--- config.mk ---
export PLATFORM = sky130hd
export DESIGN_NAME = pokerTop
export DESIGN_NICKNAME = d
export VERILOG_FILES = /design/src/rtl/pokerPkg.sv /design/src/rtl/handRegs.sv /design/src/rtl/cardMatcher.sv /design/src/rtl/straightDetector.sv /design/src/rtl/handClassifier.sv /design/src/rtl/pokerTop.sv
export VERILOG_INCLUDE_DIRS = /design/src /design/src/rtl
export SDC_FILE = /design/constraint.sdc
export NUM_CORES = 1
export LEC_CHECK = 0
export ABC_AREA = 1
export BUFFER_PORTS_ARGS = -buffer_cell sky130_fd_sc_hd__buf_4
export CORE_MARGIN = 8
export CORE_UTILIZATION = 49
export DETAILED_ROUTE_END_ITERATION = 16
export GPL_TIMING_DRIVEN = 0
export PLACE_DENSITY = 0.74
export SLEW_MARGIN = 40
export SYNTH_ARGS = -nofsm -noshare
export SYNTH_HDL_FRONTEND = slang
export SYNTH_SLANG_ARGS = --single-unit
--- constraint.sdc ---
create_clock -name clk -period 6.43 [get_ports clk]
set_clock_uncertainty 0.1 [all_clocks]
set_input_delay 1.286 -clock clk [delete_from_list [all_inputs] [get_ports clk]]
set_output_delay 1.286 -clock clk [all_outputs]
set_load 0.005 [all_outputs]
--- src/rtl/poker_settings.svh ---
`ifndef POKER_SETTINGS_SVH
`define POKER_SETTINGS_SVH

// hand shape
`define POKER_CARDS 5
`define POKER_RANK_W 4
`define POKER_SUIT_W 2

// category code width in the result register
`define POKER_CAT_W 4

// legal ranks, ace is 1 and king is 13
`define POKER_RANK_MIN 1
`define POKER_RANK_MAX 13

// apb bus widths
`define POKER_ADDR_W 8
`define POKER_DATA_W 32

// register map, card i sits at CARD0 + 4*i
`define POKER_CARD0_ADDR 8'h00
`define POKER_CTRL_ADDR 8'h14
`define POKER_RESULT_ADDR 8'h18

// bit positions inside ctrl and result
`define POKER_START_BIT 0
`define POKER_DONE_BIT 8

`endif

--- src/rtl/pokerPkg.sv ---
`default_nettype none
`include "poker_settings.svh"

package pokerPkg;

	typedef logic [`POKER_RANK_W-1:0] rankT;
	typedef logic [`POKER_SUIT_W-1:0] suitT;
	// bit r-1 is set when rank r is present
	typedef logic [`POKER_RANK_MAX-1:0] rankMaskT;
	typedef logic [`POKER_ADDR_W-1:0] apbAddrT;
	typedef logic [`POKER_DATA_W-1:0] apbDataT;

	// suit on top, rank below, same as the card register
	typedef struct packed {
		suitT suit;
		rankT rank;
	} cardT;

	typedef cardT [`POKER_CARDS-1:0] handT;

	// ordered so a larger code is a stronger hand
	typedef enum logic [`POKER_CAT_W-1:0] {
		catHighCard      = 4'd0,
		catOnePair       = 4'd1,
		catTwoPair       = 4'd2,
		catThree         = 4'd3,
		catStraight      = 4'd4,
		catFlush         = 4'd5,
		catFullHouse     = 4'd6,
		catFour          = 4'd7,
		catStraightFlush = 4'd8
	} handCatE;

	typedef struct packed {
		logic valid;
		handT hand;
	} evalReqT;

	typedef struct packed {
		logic       valid;
		// largest number of cards sharing one rank
		logic [2:0] maxCount;
		// distinct ranks seen two or more times
		logic [1:0] pairCount;
		logic       flush;
	} matchInfoT;

	typedef struct packed {
		logic    valid;
		handCatE cat;
	} evalResT;

	typedef struct packed {
		logic    psel;
		logic    penable;
		logic    pwrite;
		apbAddrT paddr;
		apbDataT pwdata;
	} apbReqT;

	typedef struct packed {
		apbDataT prdata;
		logic    pready;
		logic    pslverr;
	} apbRspT;

endpackage

`default_nettype wire

--- src/rtl/handRegs.sv ---
`default_nettype none
`include "poker_settings.svh"

module handRegs (
	input  logic              clk,
	input  logic              rst,
	input  pokerPkg::apbReqT  apbReq,
	output pokerPkg::apbRspT  apbRsp,
	output pokerPkg::evalReqT evalReq,
	input  pokerPkg::evalResT evalRes
);
	import pokerPkg::*;

	localparam int idxW = $clog2(`POKER_CARDS);

	// access phase qualifiers
	logic wrEn;
	logic rdEn;

	// address decode
	apbAddrT cardOff;
	logic [idxW-1:0] cardIdx;
	logic cardHit;
	logic ctrlHit;
	logic resHit;
	logic mapped;

	// register contents
	handT cards;
	handCatE resCat;
	logic done;
	logic startReq;
	logic evalValid;
	apbDataT rdData;

	// transfer happens in the access cycle, pready is tied high
	assign wrEn = apbReq.psel & apbReq.penable & apbReq.pwrite;
	assign rdEn = apbReq.psel & apbReq.penable & ~apbReq.pwrite;

	// card window is word aligned, one word per card
	assign cardOff = apbReq.paddr - apbAddrT'(`POKER_CARD0_ADDR);
	assign cardIdx = cardOff[2 +: idxW];
	assign cardHit = (cardOff[1:0] == 2'b00) && (cardOff < apbAddrT'(4 * `POKER_CARDS));
	assign ctrlHit = (apbReq.paddr == `POKER_CTRL_ADDR);
	assign resHit = (apbReq.paddr == `POKER_RESULT_ADDR);
	assign mapped = cardHit | ctrlHit | resHit;

	// start is a self clearing bit, nothing is stored for ctrl
	assign startReq = wrEn & ctrlHit & apbReq.pwdata[`POKER_START_BIT];

	// card registers, only the low 6 bits are kept
	always_ff @(posedge clk) begin
		if (rst) begin
			cards <= '0;
		end else if (wrEn && cardHit) begin
			cards[cardIdx] <= apbReq.pwdata[$bits(cardT)-1:0];
		end
	end

	// launch pulse, result latch and done flag
	always_ff @(posedge clk) begin
		if (rst) begin
			evalValid <= 1'b0;
			resCat <= catHighCard;
			done <= 1'b0;
		end else begin
			evalValid <= startReq;
			// results come back in order, the newest one overwrites
			if (evalRes.valid) begin
				resCat <= evalRes.cat;
			end
			// a new start wins over a result landing on the same edge
			if (startReq) begin
				done <= 1'b0;
			end else if (evalRes.valid) begin
				done <= 1'b1;
			end
		end
	end

	// hand comes straight from the card registers, valid for one cycle
	assign evalReq.valid = evalValid;
	assign evalReq.hand = cards;

	// read mux, ctrl and unmapped addresses read as zero
	always_comb begin
		rdData = '0;
		if (cardHit) begin
			rdData[$bits(cardT)-1:0] = cards[cardIdx];
		end else if (resHit) begin
			rdData[`POKER_CAT_W-1:0] = resCat;
			rdData[`POKER_DONE_BIT] = done;
		end
	end

	assign apbRsp.prdata = rdEn ? rdData : '0;
	assign apbRsp.pready = 1'b1;
	// error only while the access phase is on the bus
	assign apbRsp.pslverr = apbReq.psel & apbReq.penable & ~mapped;

endmodule

`default_nettype wire

--- src/rtl/cardMatcher.sv ---
`default_nettype none
`include "poker_settings.svh"

module cardMatcher (
	input  logic                clk,
	input  logic                rst,
	input  pokerPkg::evalReqT   evalReq,
	output pokerPkg::matchInfoT matchInfo
);
	import pokerPkg::*;

	localparam int numCards = `POKER_CARDS;

	// sameRank[i][j] is high when card i and card j share a rank
	logic [numCards-1:0] sameRank [numCards];
	logic [2:0] shareCnt [numCards];
	logic [2:0] maxCount;
	logic [1:0] pairCount;
	logic flush;

	// pairwise rank compare, the diagonal is always set
	always_comb begin
		for (int i = 0; i < numCards; i++) begin
			for (int j = 0; j < numCards; j++) begin
				sameRank[i][j] = (evalReq.hand[i].rank == evalReq.hand[j].rank);
			end
		end
	end

	// per card multiplicity, itself included
	always_comb begin
		for (int i = 0; i < numCards; i++) begin
			shareCnt[i] = '0;
			for (int j = 0; j < numCards; j++) begin
				shareCnt[i] = shareCnt[i] + 3'(sameRank[i][j]);
			end
		end
	end

	always_comb begin
		maxCount = '0;
		pairCount = '0;
		for (int i = 0; i < numCards; i++) begin
			if (shareCnt[i] > maxCount) begin
				maxCount = shareCnt[i];
			end
			// count a repeated rank only at its lowest card index
			if (shareCnt[i] >= 3'd2 && (sameRank[i] & ((numCards)'(1) << i) - 1'b1) == '0) begin
				pairCount = pairCount + 2'd1;
			end
		end
	end

	// flush means every suit equals the first card's suit
	always_comb begin
		flush = 1'b1;
		for (int i = 1; i < numCards; i++) begin
			if (evalReq.hand[i].suit != evalReq.hand[0].suit) begin
				flush = 1'b0;
			end
		end
	end

	// stage one register, payload loads every cycle
	always_ff @(posedge clk) begin
		if (rst) begin
			matchInfo.valid <= 1'b0;
		end else begin
			matchInfo.valid <= evalReq.valid;
		end
		matchInfo.maxCount <= maxCount;
		matchInfo.pairCount <= pairCount;
		matchInfo.flush <= flush;
	end

endmodule

`default_nettype wire

--- src/rtl/straightDetector.sv ---
`default_nettype none
`include "poker_settings.svh"

module straightDetector (
	input  logic              clk,
	input  logic              rst,
	input  pokerPkg::evalReqT evalReq,
	output logic              straight
);
	import pokerPkg::*;

	localparam int numCards = `POKER_CARDS;
	// ace low windows, 1-5 up to 9-13
	localparam int numLowWin = `POKER_RANK_MAX - numCards + 1;

	rankMaskT mask;
	// one extra window for ten through ace
	logic [numLowWin:0] winHit;

	// presence mask, out of range ranks are dropped here
	always_comb begin
		mask = '0;
		for (int i = 0; i < numCards; i++) begin
			if (evalReq.hand[i].rank >= rankT'(`POKER_RANK_MIN) &&
					evalReq.hand[i].rank <= rankT'(`POKER_RANK_MAX)) begin
				mask[evalReq.hand[i].rank - rankT'(`POKER_RANK_MIN)] = 1'b1;
			end
		end
	end

	// sliding window of five consecutive ranks
	always_comb begin
		for (int w = 0; w < numLowWin; w++) begin
			winHit[w] = &mask[w +: numCards];
		end
		// ten, jack, queen, king plus the ace counted high
		winHit[numLowWin] = (&mask[`POKER_RANK_MAX-1 -: numCards-1]) & mask[0];
	end

	// lines up with the cardMatcher register
	always_ff @(posedge clk) begin
		if (rst) begin
			straight <= 1'b0;
		end else begin
			straight <= |winHit;
		end
	end

endmodule

`default_nettype wire

--- src/rtl/handClassifier.sv ---
`default_nettype none
`include "poker_settings.svh"

module handClassifier (
	input  logic                clk,
	input  logic                rst,
	input  pokerPkg::matchInfoT matchInfo,
	input  logic                straight,
	output pokerPkg::evalResT   evalRes
);
	import pokerPkg::*;

	handCatE cat;

	// strongest category first
	always_comb begin
		if (straight && matchInfo.flush) begin
			cat = catStraightFlush;
		end else if (matchInfo.maxCount >= 3'd4) begin
			// five of one rank also lands here
			cat = catFour;
		end else if (matchInfo.maxCount == 3'd3 && matchInfo.pairCount == 2'd2) begin
			cat = catFullHouse;
		end else if (matchInfo.flush) begin
			cat = catFlush;
		end else if (straight) begin
			cat = catStraight;
		end else if (matchInfo.maxCount == 3'd3) begin
			cat = catThree;
		end else if (matchInfo.pairCount == 2'd2) begin
			cat = catTwoPair;
		end else if (matchInfo.pairCount == 2'd1) begin
			cat = catOnePair;
		end else begin
			cat = catHighCard;
		end
	end

	// stage two register
	always_ff @(posedge clk) begin
		if (rst) begin
			evalRes.valid <= 1'b0;
		end else begin
			evalRes.valid <= matchInfo.valid;
		end
		evalRes.cat <= cat;
	end

endmodule

`default_nettype wire

--- src/rtl/pokerTop.sv ---
`default_nettype none
`include "poker_settings.svh"

module pokerTop (
	input  logic             clk,
	input  logic             rst,
	input  pokerPkg::apbReqT apbReq,
	output pokerPkg::apbRspT apbRsp
);
	import pokerPkg::*;

	// hand launched by a start write
	evalReqT evalReq;
	// stage one outputs
	matchInfoT matchInfo;
	logic straight;
	// stage two output back into the register block
	evalResT evalRes;

	// apb registers, launch and result capture
	handRegs u_handRegs (
		.clk     (clk),
		.rst     (rst),
		.apbReq  (apbReq),
		.apbRsp  (apbRsp),
		.evalReq (evalReq),
		.evalRes (evalRes)
	);

	// multiplicity and flush
	cardMatcher u_cardMatcher (
		.clk       (clk),
		.rst       (rst),
		.evalReq   (evalReq),
		.matchInfo (matchInfo)
	);

	// straight runs in parallel with the matcher
	straightDetector u_straightDetector (
		.clk      (clk),
		.rst      (rst),
		.evalReq  (evalReq),
		.straight (straight)
	);

	handClassifier u_handClassifier (
		.clk       (clk),
		.rst       (rst),
		.matchInfo (matchInfo),
		.straight  (straight),
		.evalRes   (evalRes)
	);

endmodule

`default_nettype wire

# Word level (Yosys, flattened, before mapping)
# Cells that the tools add are included.
word_totals:
  out_inout_bits: 34
  wordCells: 208
  reg_bits: 49
classes:
  magnitude_cmp: 34
  bitwise_logic: 15
  n_reduce_logical: 37
  add_sub_neg: 29
  n_eq_ne: 29
  mux: 44
op_table:
  columns: ["op", "count"]
  rows:
  - ["== test 4 bit", 20]
  - ["2-to-1 mux 13 bit", 5]
  - ["bitwise OR 13 bit", 4]
  - ["AND reduction 5 bit", 9]
  - [">= comparator 4 x 1 -> 1 bit, second input constant", 10]
  - ["adder 3 x 1 -> 3 bit", 12]
  - ["2-to-1 mux 4 bit", 8]
  - ["bitwise mux 30 bit", 1]
  - ["less-than comparator 4 x 5 -> 1 bit, second input constant", 5]
  - ["demux 1 bit (select 4 bit)", 5]
  - ["<= comparator 4 bit, second input constant", 5]
  - ["logical NOT 5 bit", 4]
  - ["subtractor 4 x 1 -> 4 bit, second input constant", 5]
  - ["logical AND 1 bit", 19]
  - ["binary-select mux 6 bit (select 3 bit)", 1]
  - ["demux 6 bit (select 3 bit)", 1]
  - ["== test 8 x 5 -> 1 bit, second input constant", 2]
  - [">= comparator 3 x 2 -> 1 bit, second input constant", 5]
  - ["2-to-1 mux 3 bit", 5]
  - ["> comparator 3 bit", 4]
  - ["2-to-1 mux 6 bit", 2]
  - ["2-to-1 mux 1 bit", 10]
  - ["2-to-1 mux 2 bit", 5]
  - ["OR reduction 10 bit", 1]
  - ["other kinds (22)", 40]

# Depth between registers and ports, before layout
depth:
  ltp_word: 17
  mapped_depth: 43
  mapped_depth_nobuf: 42

# By module
# Synthesis repeated with hierarchy kept, for this count alone.
hier_totals:
  hier_cells: 873
  area_unflattened_um2: 5192.5
by_module_without_submodules:
  columns: ["mod", "cells_each", "area_per_inst_um2", "instances"]
  rows:
  - ["handRegs", 345, 2208.4, 1]
  - ["cardMatcher", 283, 1846.8, 1]
  - ["straightDetector", 215, 930.9, 1]
  - ["handClassifier", 30, 206.4, 1]

# Worst setup path before layout
# OpenSTA, ideal clock, no wires.
synth_timing:
  path_kind: "register to register"
  from: "reg u_handRegs.cards, in the netlist u_handRegs.evalReq[2]"
  to: "reg, netlist name u_cardMatcher.matchInfo[4]"
  arrival_ns: 5.780
  t_required_ns: 6.216
  path_buffers: 1
  path_stages_with_launch: 38
  setup_slack_ns: 0.436
  cell_sequence: "dfxtp_1 buf_2 xor2_1 nor4_1 inv_1 fa_1 ha_1 inv_1 fa_1 inv_1 nand2_1 nand2_1 nor2_1 nand2_1 nand2_1 nand2_1 nand2_1 nand2_1 [... 2 more ...] nor2_1 nor2_1 nand2_1 nand2_1 inv_1 o21a_1 ha_1 a31oi_1 nand2_1 nand2_1 nand3_1 and2_1 ha_1 inv_1 o21ai_0 inv_1 nand2_1 nand2_1"
synth_via:
  elab_chain_cells: 15
  word_cells_on_any_way: 38
  classes_between: "add/sub: 20; order compare: 5; eq/ne: 8; mux: 5"
synth_rtl:
  columns: ["element", "line_no", "rtl"]
  rows:
  - ["start: declaration", "handRegs.sv:29", "handT cards;"]
  - ["start signal: indexed assignment", "handRegs.sv:56", "cards[cardIdx] <= apbReq.pwdata[$bits(cardT)-1:0];"]
  - ["== test 4 bit", "cardMatcher.sv:25", "sameRank[i][j] = (evalReq.hand[i].rank == evalReq.hand[j].rank);"]
  - ["adder 1 x 1 -> 2 bit", "cardMatcher.sv:35", "shareCnt[i] = shareCnt[i] + 3'(sameRank[i][j]);"]
  - ["adder 3 x 1 -> 3 bit (3 in a row)", "cardMatcher.sv:35", null]
  - ["> comparator 3 x 1 -> 1 bit", "cardMatcher.sv:44", "if (shareCnt[i] > maxCount) begin"]
  - ["2-to-1 mux 3 bit", "cardMatcher.sv:44", null]
  - ["> comparator 3 bit", "cardMatcher.sv:44", null]
  - ["2-to-1 mux 3 bit", "cardMatcher.sv:44", null]
  - ["> comparator 3 bit", "cardMatcher.sv:44", null]
  - ["2-to-1 mux 3 bit", "cardMatcher.sv:44", null]
  - ["> comparator 3 bit", "cardMatcher.sv:44", null]
  - ["2-to-1 mux 3 bit", "cardMatcher.sv:44", null]
  - ["> comparator 3 bit", "cardMatcher.sv:44", null]
  - ["2-to-1 mux 3 bit (*)", "cardMatcher.sv:44", null]
  - ["net u_cardMatcher.maxCount[1]", "cardMatcher.sv:17", "logic [2:0] maxCount;"]
# The timed path passes the listed nets; every way through them passes the cells marked *.
# A chain may end at the register's enable or synchronous reset.

# Worst setup path after layout
layout_timing:
  from: "reg u_handRegs.cards, in the netlist u_handRegs.evalReq[0]"
  to: "reg, netlist name u_cardMatcher.matchInfo[4]"
layout_via:
  elab_chain_cells: 15
  word_cells_on_any_way: 38
  classes_between: "add/sub: 20; order compare: 5; eq/ne: 8; mux: 5"
layout_rtl:
  columns: ["element", "line_no"]
  rows:
  - ["== test 4 bit", "cardMatcher.sv:25"]
  - ["adder 1 x 1 -> 2 bit", "cardMatcher.sv:35"]
  - ["adder 3 x 1 -> 3 bit (3 in a row)", "cardMatcher.sv:35"]
  - ["> comparator 3 x 1 -> 1 bit", "cardMatcher.sv:44"]
  - ["2-to-1 mux 3 bit", "cardMatcher.sv:44"]
  - ["> comparator 3 bit", "cardMatcher.sv:44"]
  - ["2-to-1 mux 3 bit", "cardMatcher.sv:44"]
  - ["> comparator 3 bit", "cardMatcher.sv:44"]
  - ["2-to-1 mux 3 bit", "cardMatcher.sv:44"]
  - ["> comparator 3 bit", "cardMatcher.sv:44"]
  - ["2-to-1 mux 3 bit", "cardMatcher.sv:44"]
  - ["> comparator 3 bit", "cardMatcher.sv:44"]
  - ["2-to-1 mux 3 bit (*)", "cardMatcher.sv:44"]
  - ["net u_cardMatcher.maxCount[1]", "cardMatcher.sv:17"]
# Marks and branches as above.

==> metrics.md <==
| Metric | Value |
|---|---|
| Pwr per Cell Area | `129 mW/mm^2` |
| CP Class | `reg2reg` |
| Gpl congestion | `0.926` |
| Max Freq | `168 MHz` |
| WL per Instance | `14.6 um` |
| RSZ-0062 raised after global routing | `false` |
| Clk_lat worst skew | `0.30 ns` |
| Die area | `0.0129 sq mm` |
| Peak supply drop | `143 uV` |
| Crit path capture type | `flop` |
| DR iter-0 viols | `504` |
| Tot Pwr | `683 uW` |
| Arrival time worst endpoint | `6.05 ns` |
| Die height | `113 um` |
| Total instance count after detailed placement | `896` |
| Fillers | `944` |
| Leakage power | `2.76 nW` |
| Clock buffer count from CTS | `5` |
| Io pins | `79` |
| Reg clk slew, reported paths | `0.09 ns` |
| Initial antenna violation count | `0` |
| Synth top area share | `21.1%` |
| Vias per cell | `5.19` |
| Core area | `0.00924 sq mm` |
| Num Clock Sinks | `49` |
| Final setup violation count | `0` |
| Seq/Total Area, Yosys | `21.1%` |
| Final slew viol count | `0` |
| Port buffer count | `25` |
| Vias | `4712` |
| First-pass GRT wire length | `21300 um` |
| Average size of a mapped cell | `6.48 sq um` |
| Synth Instances | `718` |
| Status | `complete, no violations` |
| Minimum clock period | `5.94 ns` |
| Die Wd | `113 um` |
| Area growth syn-to-layout | `14.0%` |
| Final count of hold timing violations | `0` |
| Nets | `857` |
| DRC | `0` |
| Top cells by area, synth | `dfxtp_1, nand2_1, inv_1, ha_1, a21oi_1` |
| Vias in the first global route | `4489` |
| Cell area after synthesis | `0.00465 sq mm` |
| Largest net degree at the start of global routing | `15` |
| DR pass1 iterations | `6` |
| All-Layer GR Usage | `20.5%` |
| Hpwl dp | `10500 um` |
| Cell taking the most area after synthesis | `dfxtp_1` |
| Cell mode on critical path | `nand2_1` |
| FF+latch count, synth | `49` |
| Final core utilization | `57.4%` |
| Final worst path period share | `92.4%` |
| Slowest-stage cell, CP | `fa_2` |
| DRT antenna net count | `0` |
| Core Rows | `35` |
| Final wirelength | `13300 um` |
| Critical path startpoint category | `flop` |
| Max_cap viols | `0` |
| CTS tree | `yes` |
| GRT overflow | `0` |
| Req. time, crit path | `6.53 ns` |
| Unique masters post-synth | `45` |
| CTS Root Cell | `clkbuf_8` |
| Max incr delay on CP | `0.57 ns` |
| Starting Density | `50.4%` |
| ANT cells | `0` |
| Post-cts hold buffer count | `0` |
| Non-filler instance count after layout | `908` |
| Layout cells sized above 1 | `14.5%` |
| Yosys Warn Count | `0` |
| H-tree Lvls | `2` |
| Crit Path Max Fanout | `10` |
| CTS Buffer Depth | `2` |
| Hold/Removal Path Class | `reg2reg` |
==> repair_timing <==
item,4_1_cts,5_1_grt
endpoints found under the hold margin,0,0
resized for setup,2,24
setup endpoints to repair,3,3
pin swaps,0,2
setup buffers,0,4
==> worst max-delay path, delay by kind of cell (launching register included) <==
family / cells / cell delay (ns)
adders and majority gates: 6 / 2.09
and+or+nand+nor: 20 / 1.97
AOI/OAI and AO/OA: 3 / 0.58
buffers and inverters: 7 / 0.56
DFF: 1 / 0.35
xor gates and xnor gates: 1 / 0.19
==> power breakdown <==
| group | internal, mW | total (mW) | leakage (nW) | switching, mW |
|---|---|---|---|---|
| Clock | 0.127 | 0.229 | 0.0585 | 0.102 |
| Sequential | 0.313 | 0.315 | 0.396 | 0.00228 |
| Combinational | 0.0569 | 0.140 | 2.30 | 0.0828 |
==> cell type report <==
cell class	count	area [sq um]	area share (%)
buffer	57	423	7.98
clock buffer	7	86.3	1.63
inverter	113	432	8.14
sequential	49	982	18.5
timing repair buffer	29	218	4.11
tap	129	161	3.04
clock inverter	1	30.0	0.566
multi-input combinational	523	2970	56.0
==> cells in the mapped netlist <==
cell type	number
o21bai_1	1
o22ai_1	1
clkbuf_1	4
nand3b_1	2
buf_2	15
nor3b_1	1
nor3_1	4
o21a_1	2
clkinv_1	2
a211oi_1	2
nor2_2	1
and2_4	1
a21oi_1	58
xnor2_1	22
or2_0	1
or2_2	1
dfxtp_1	49
inv_1	111
o211ai_1	2
xor2_1	13
nor2_1	62
buf_4	32
nand2_4	1
buf_6	5
clkbuf_8	1
nand2_1	137
o21ai_0	37
ha_1	27
a221oi_1	2
conb_1	2
a32oi_1	1
nand4_1	28
nand3_2	4
o21ai_2	2
and2_1	2
nand3_1	42
a31oi_1	5
o21ai_1	14
fa_1	7
and3_1	6
nor3_2	1
o32ai_1	2
nor2_4	1
nor4_1	3
o21a_4	1
==> registers in the layout, indices dropped and copies added, names as in the netlist <==
register	count
u_straightDetector.straight	1
u_handClassifier.evalRes	5
u_handRegs.evalValid	1
u_cardMatcher.matchInfo	7
u_handRegs.done	1
u_handRegs.resCat	4
u_handRegs.evalReq	30
==> cells in the final DEF (no fill, tap or decap), types with 7 or more instances in the layout <==
cell type and n:
nor2_1 61, xnor2_1 22, ha_1 27, a21oi_1 58, nand2_1 136, buf_4 63, buf_6 7, o21ai_1 14
dfxtp_1 48, inv_1 109, nand4_1 28, clkbuf_8 7, nand3_1 42, conb_1 26, o21ai_0 35, buf_2 9
xor2_1 13
==> worst paths after layout <==
kind	startpoint	endpoint	slack, ns	cells after the start
max reg2reg	u_handRegs.evalReq[0]	u_cardMatcher.matchInfo[4]	0.49	37
max	u_handRegs.evalReq[0]	u_cardMatcher.matchInfo[4]	0.49	37
min reg2reg	u_cardMatcher.matchInfo[6]	u_handClassifier.evalRes[4]	0.31	2
min	u_cardMatcher.matchInfo[6]	u_handClassifier.evalRes[4]	0.31	2
==> routing by layer <==
layer / vias up / GRT usage [%] / routed length (um)
met3: 16 / 3.54 / 758
met1: 2175 / 24.4 / 5560
met5: - / 0 / 0
met4: 0 / 5.06 / 155
met2: 130 / 37.3 / 6810
li1: 2391 / - / -
==> kinds of logic (layout without fill, tap and decap cells) <==
| kind of cell | count (synthesis) | count (layout) | synth area share, % |
|---|---|---|---|
| and+or+nand+nor | 298 | 298 | 28.9 |
| buffers and inverters | 170 | 207 | 17.7 |
| AOI/OAI and AO/OA | 130 | 130 | 15.3 |
| DFF | 49 | 49 | 21.1 |
| xor gates and xnor gates | 35 | 35 | 6.59 |
| adders and majority gates | 34 | 34 | 10.3 |
| other | 2 | 26 | 0.161 |
==> through the flow <==
stage | hold slack [ns] | TNS, ns | setup WS, ns | cell area, sq um
after floorplan | 0.288 | 0 | 0.436 | 4740
after global placement | 0.292 | -0.0745 | -0.0373 | 5090
after detailed placement | 0.298 | -0.912 | -0.322 | 5090
after CTS | 0.311 | 0 | 0.0139 | 5220
after global routing | 0.350 | 0 | 0.00284 | 5300
final | 0.309 | 0 | 0.487 | 5300
No activity file was read; power rests on OpenSTA's default activity.
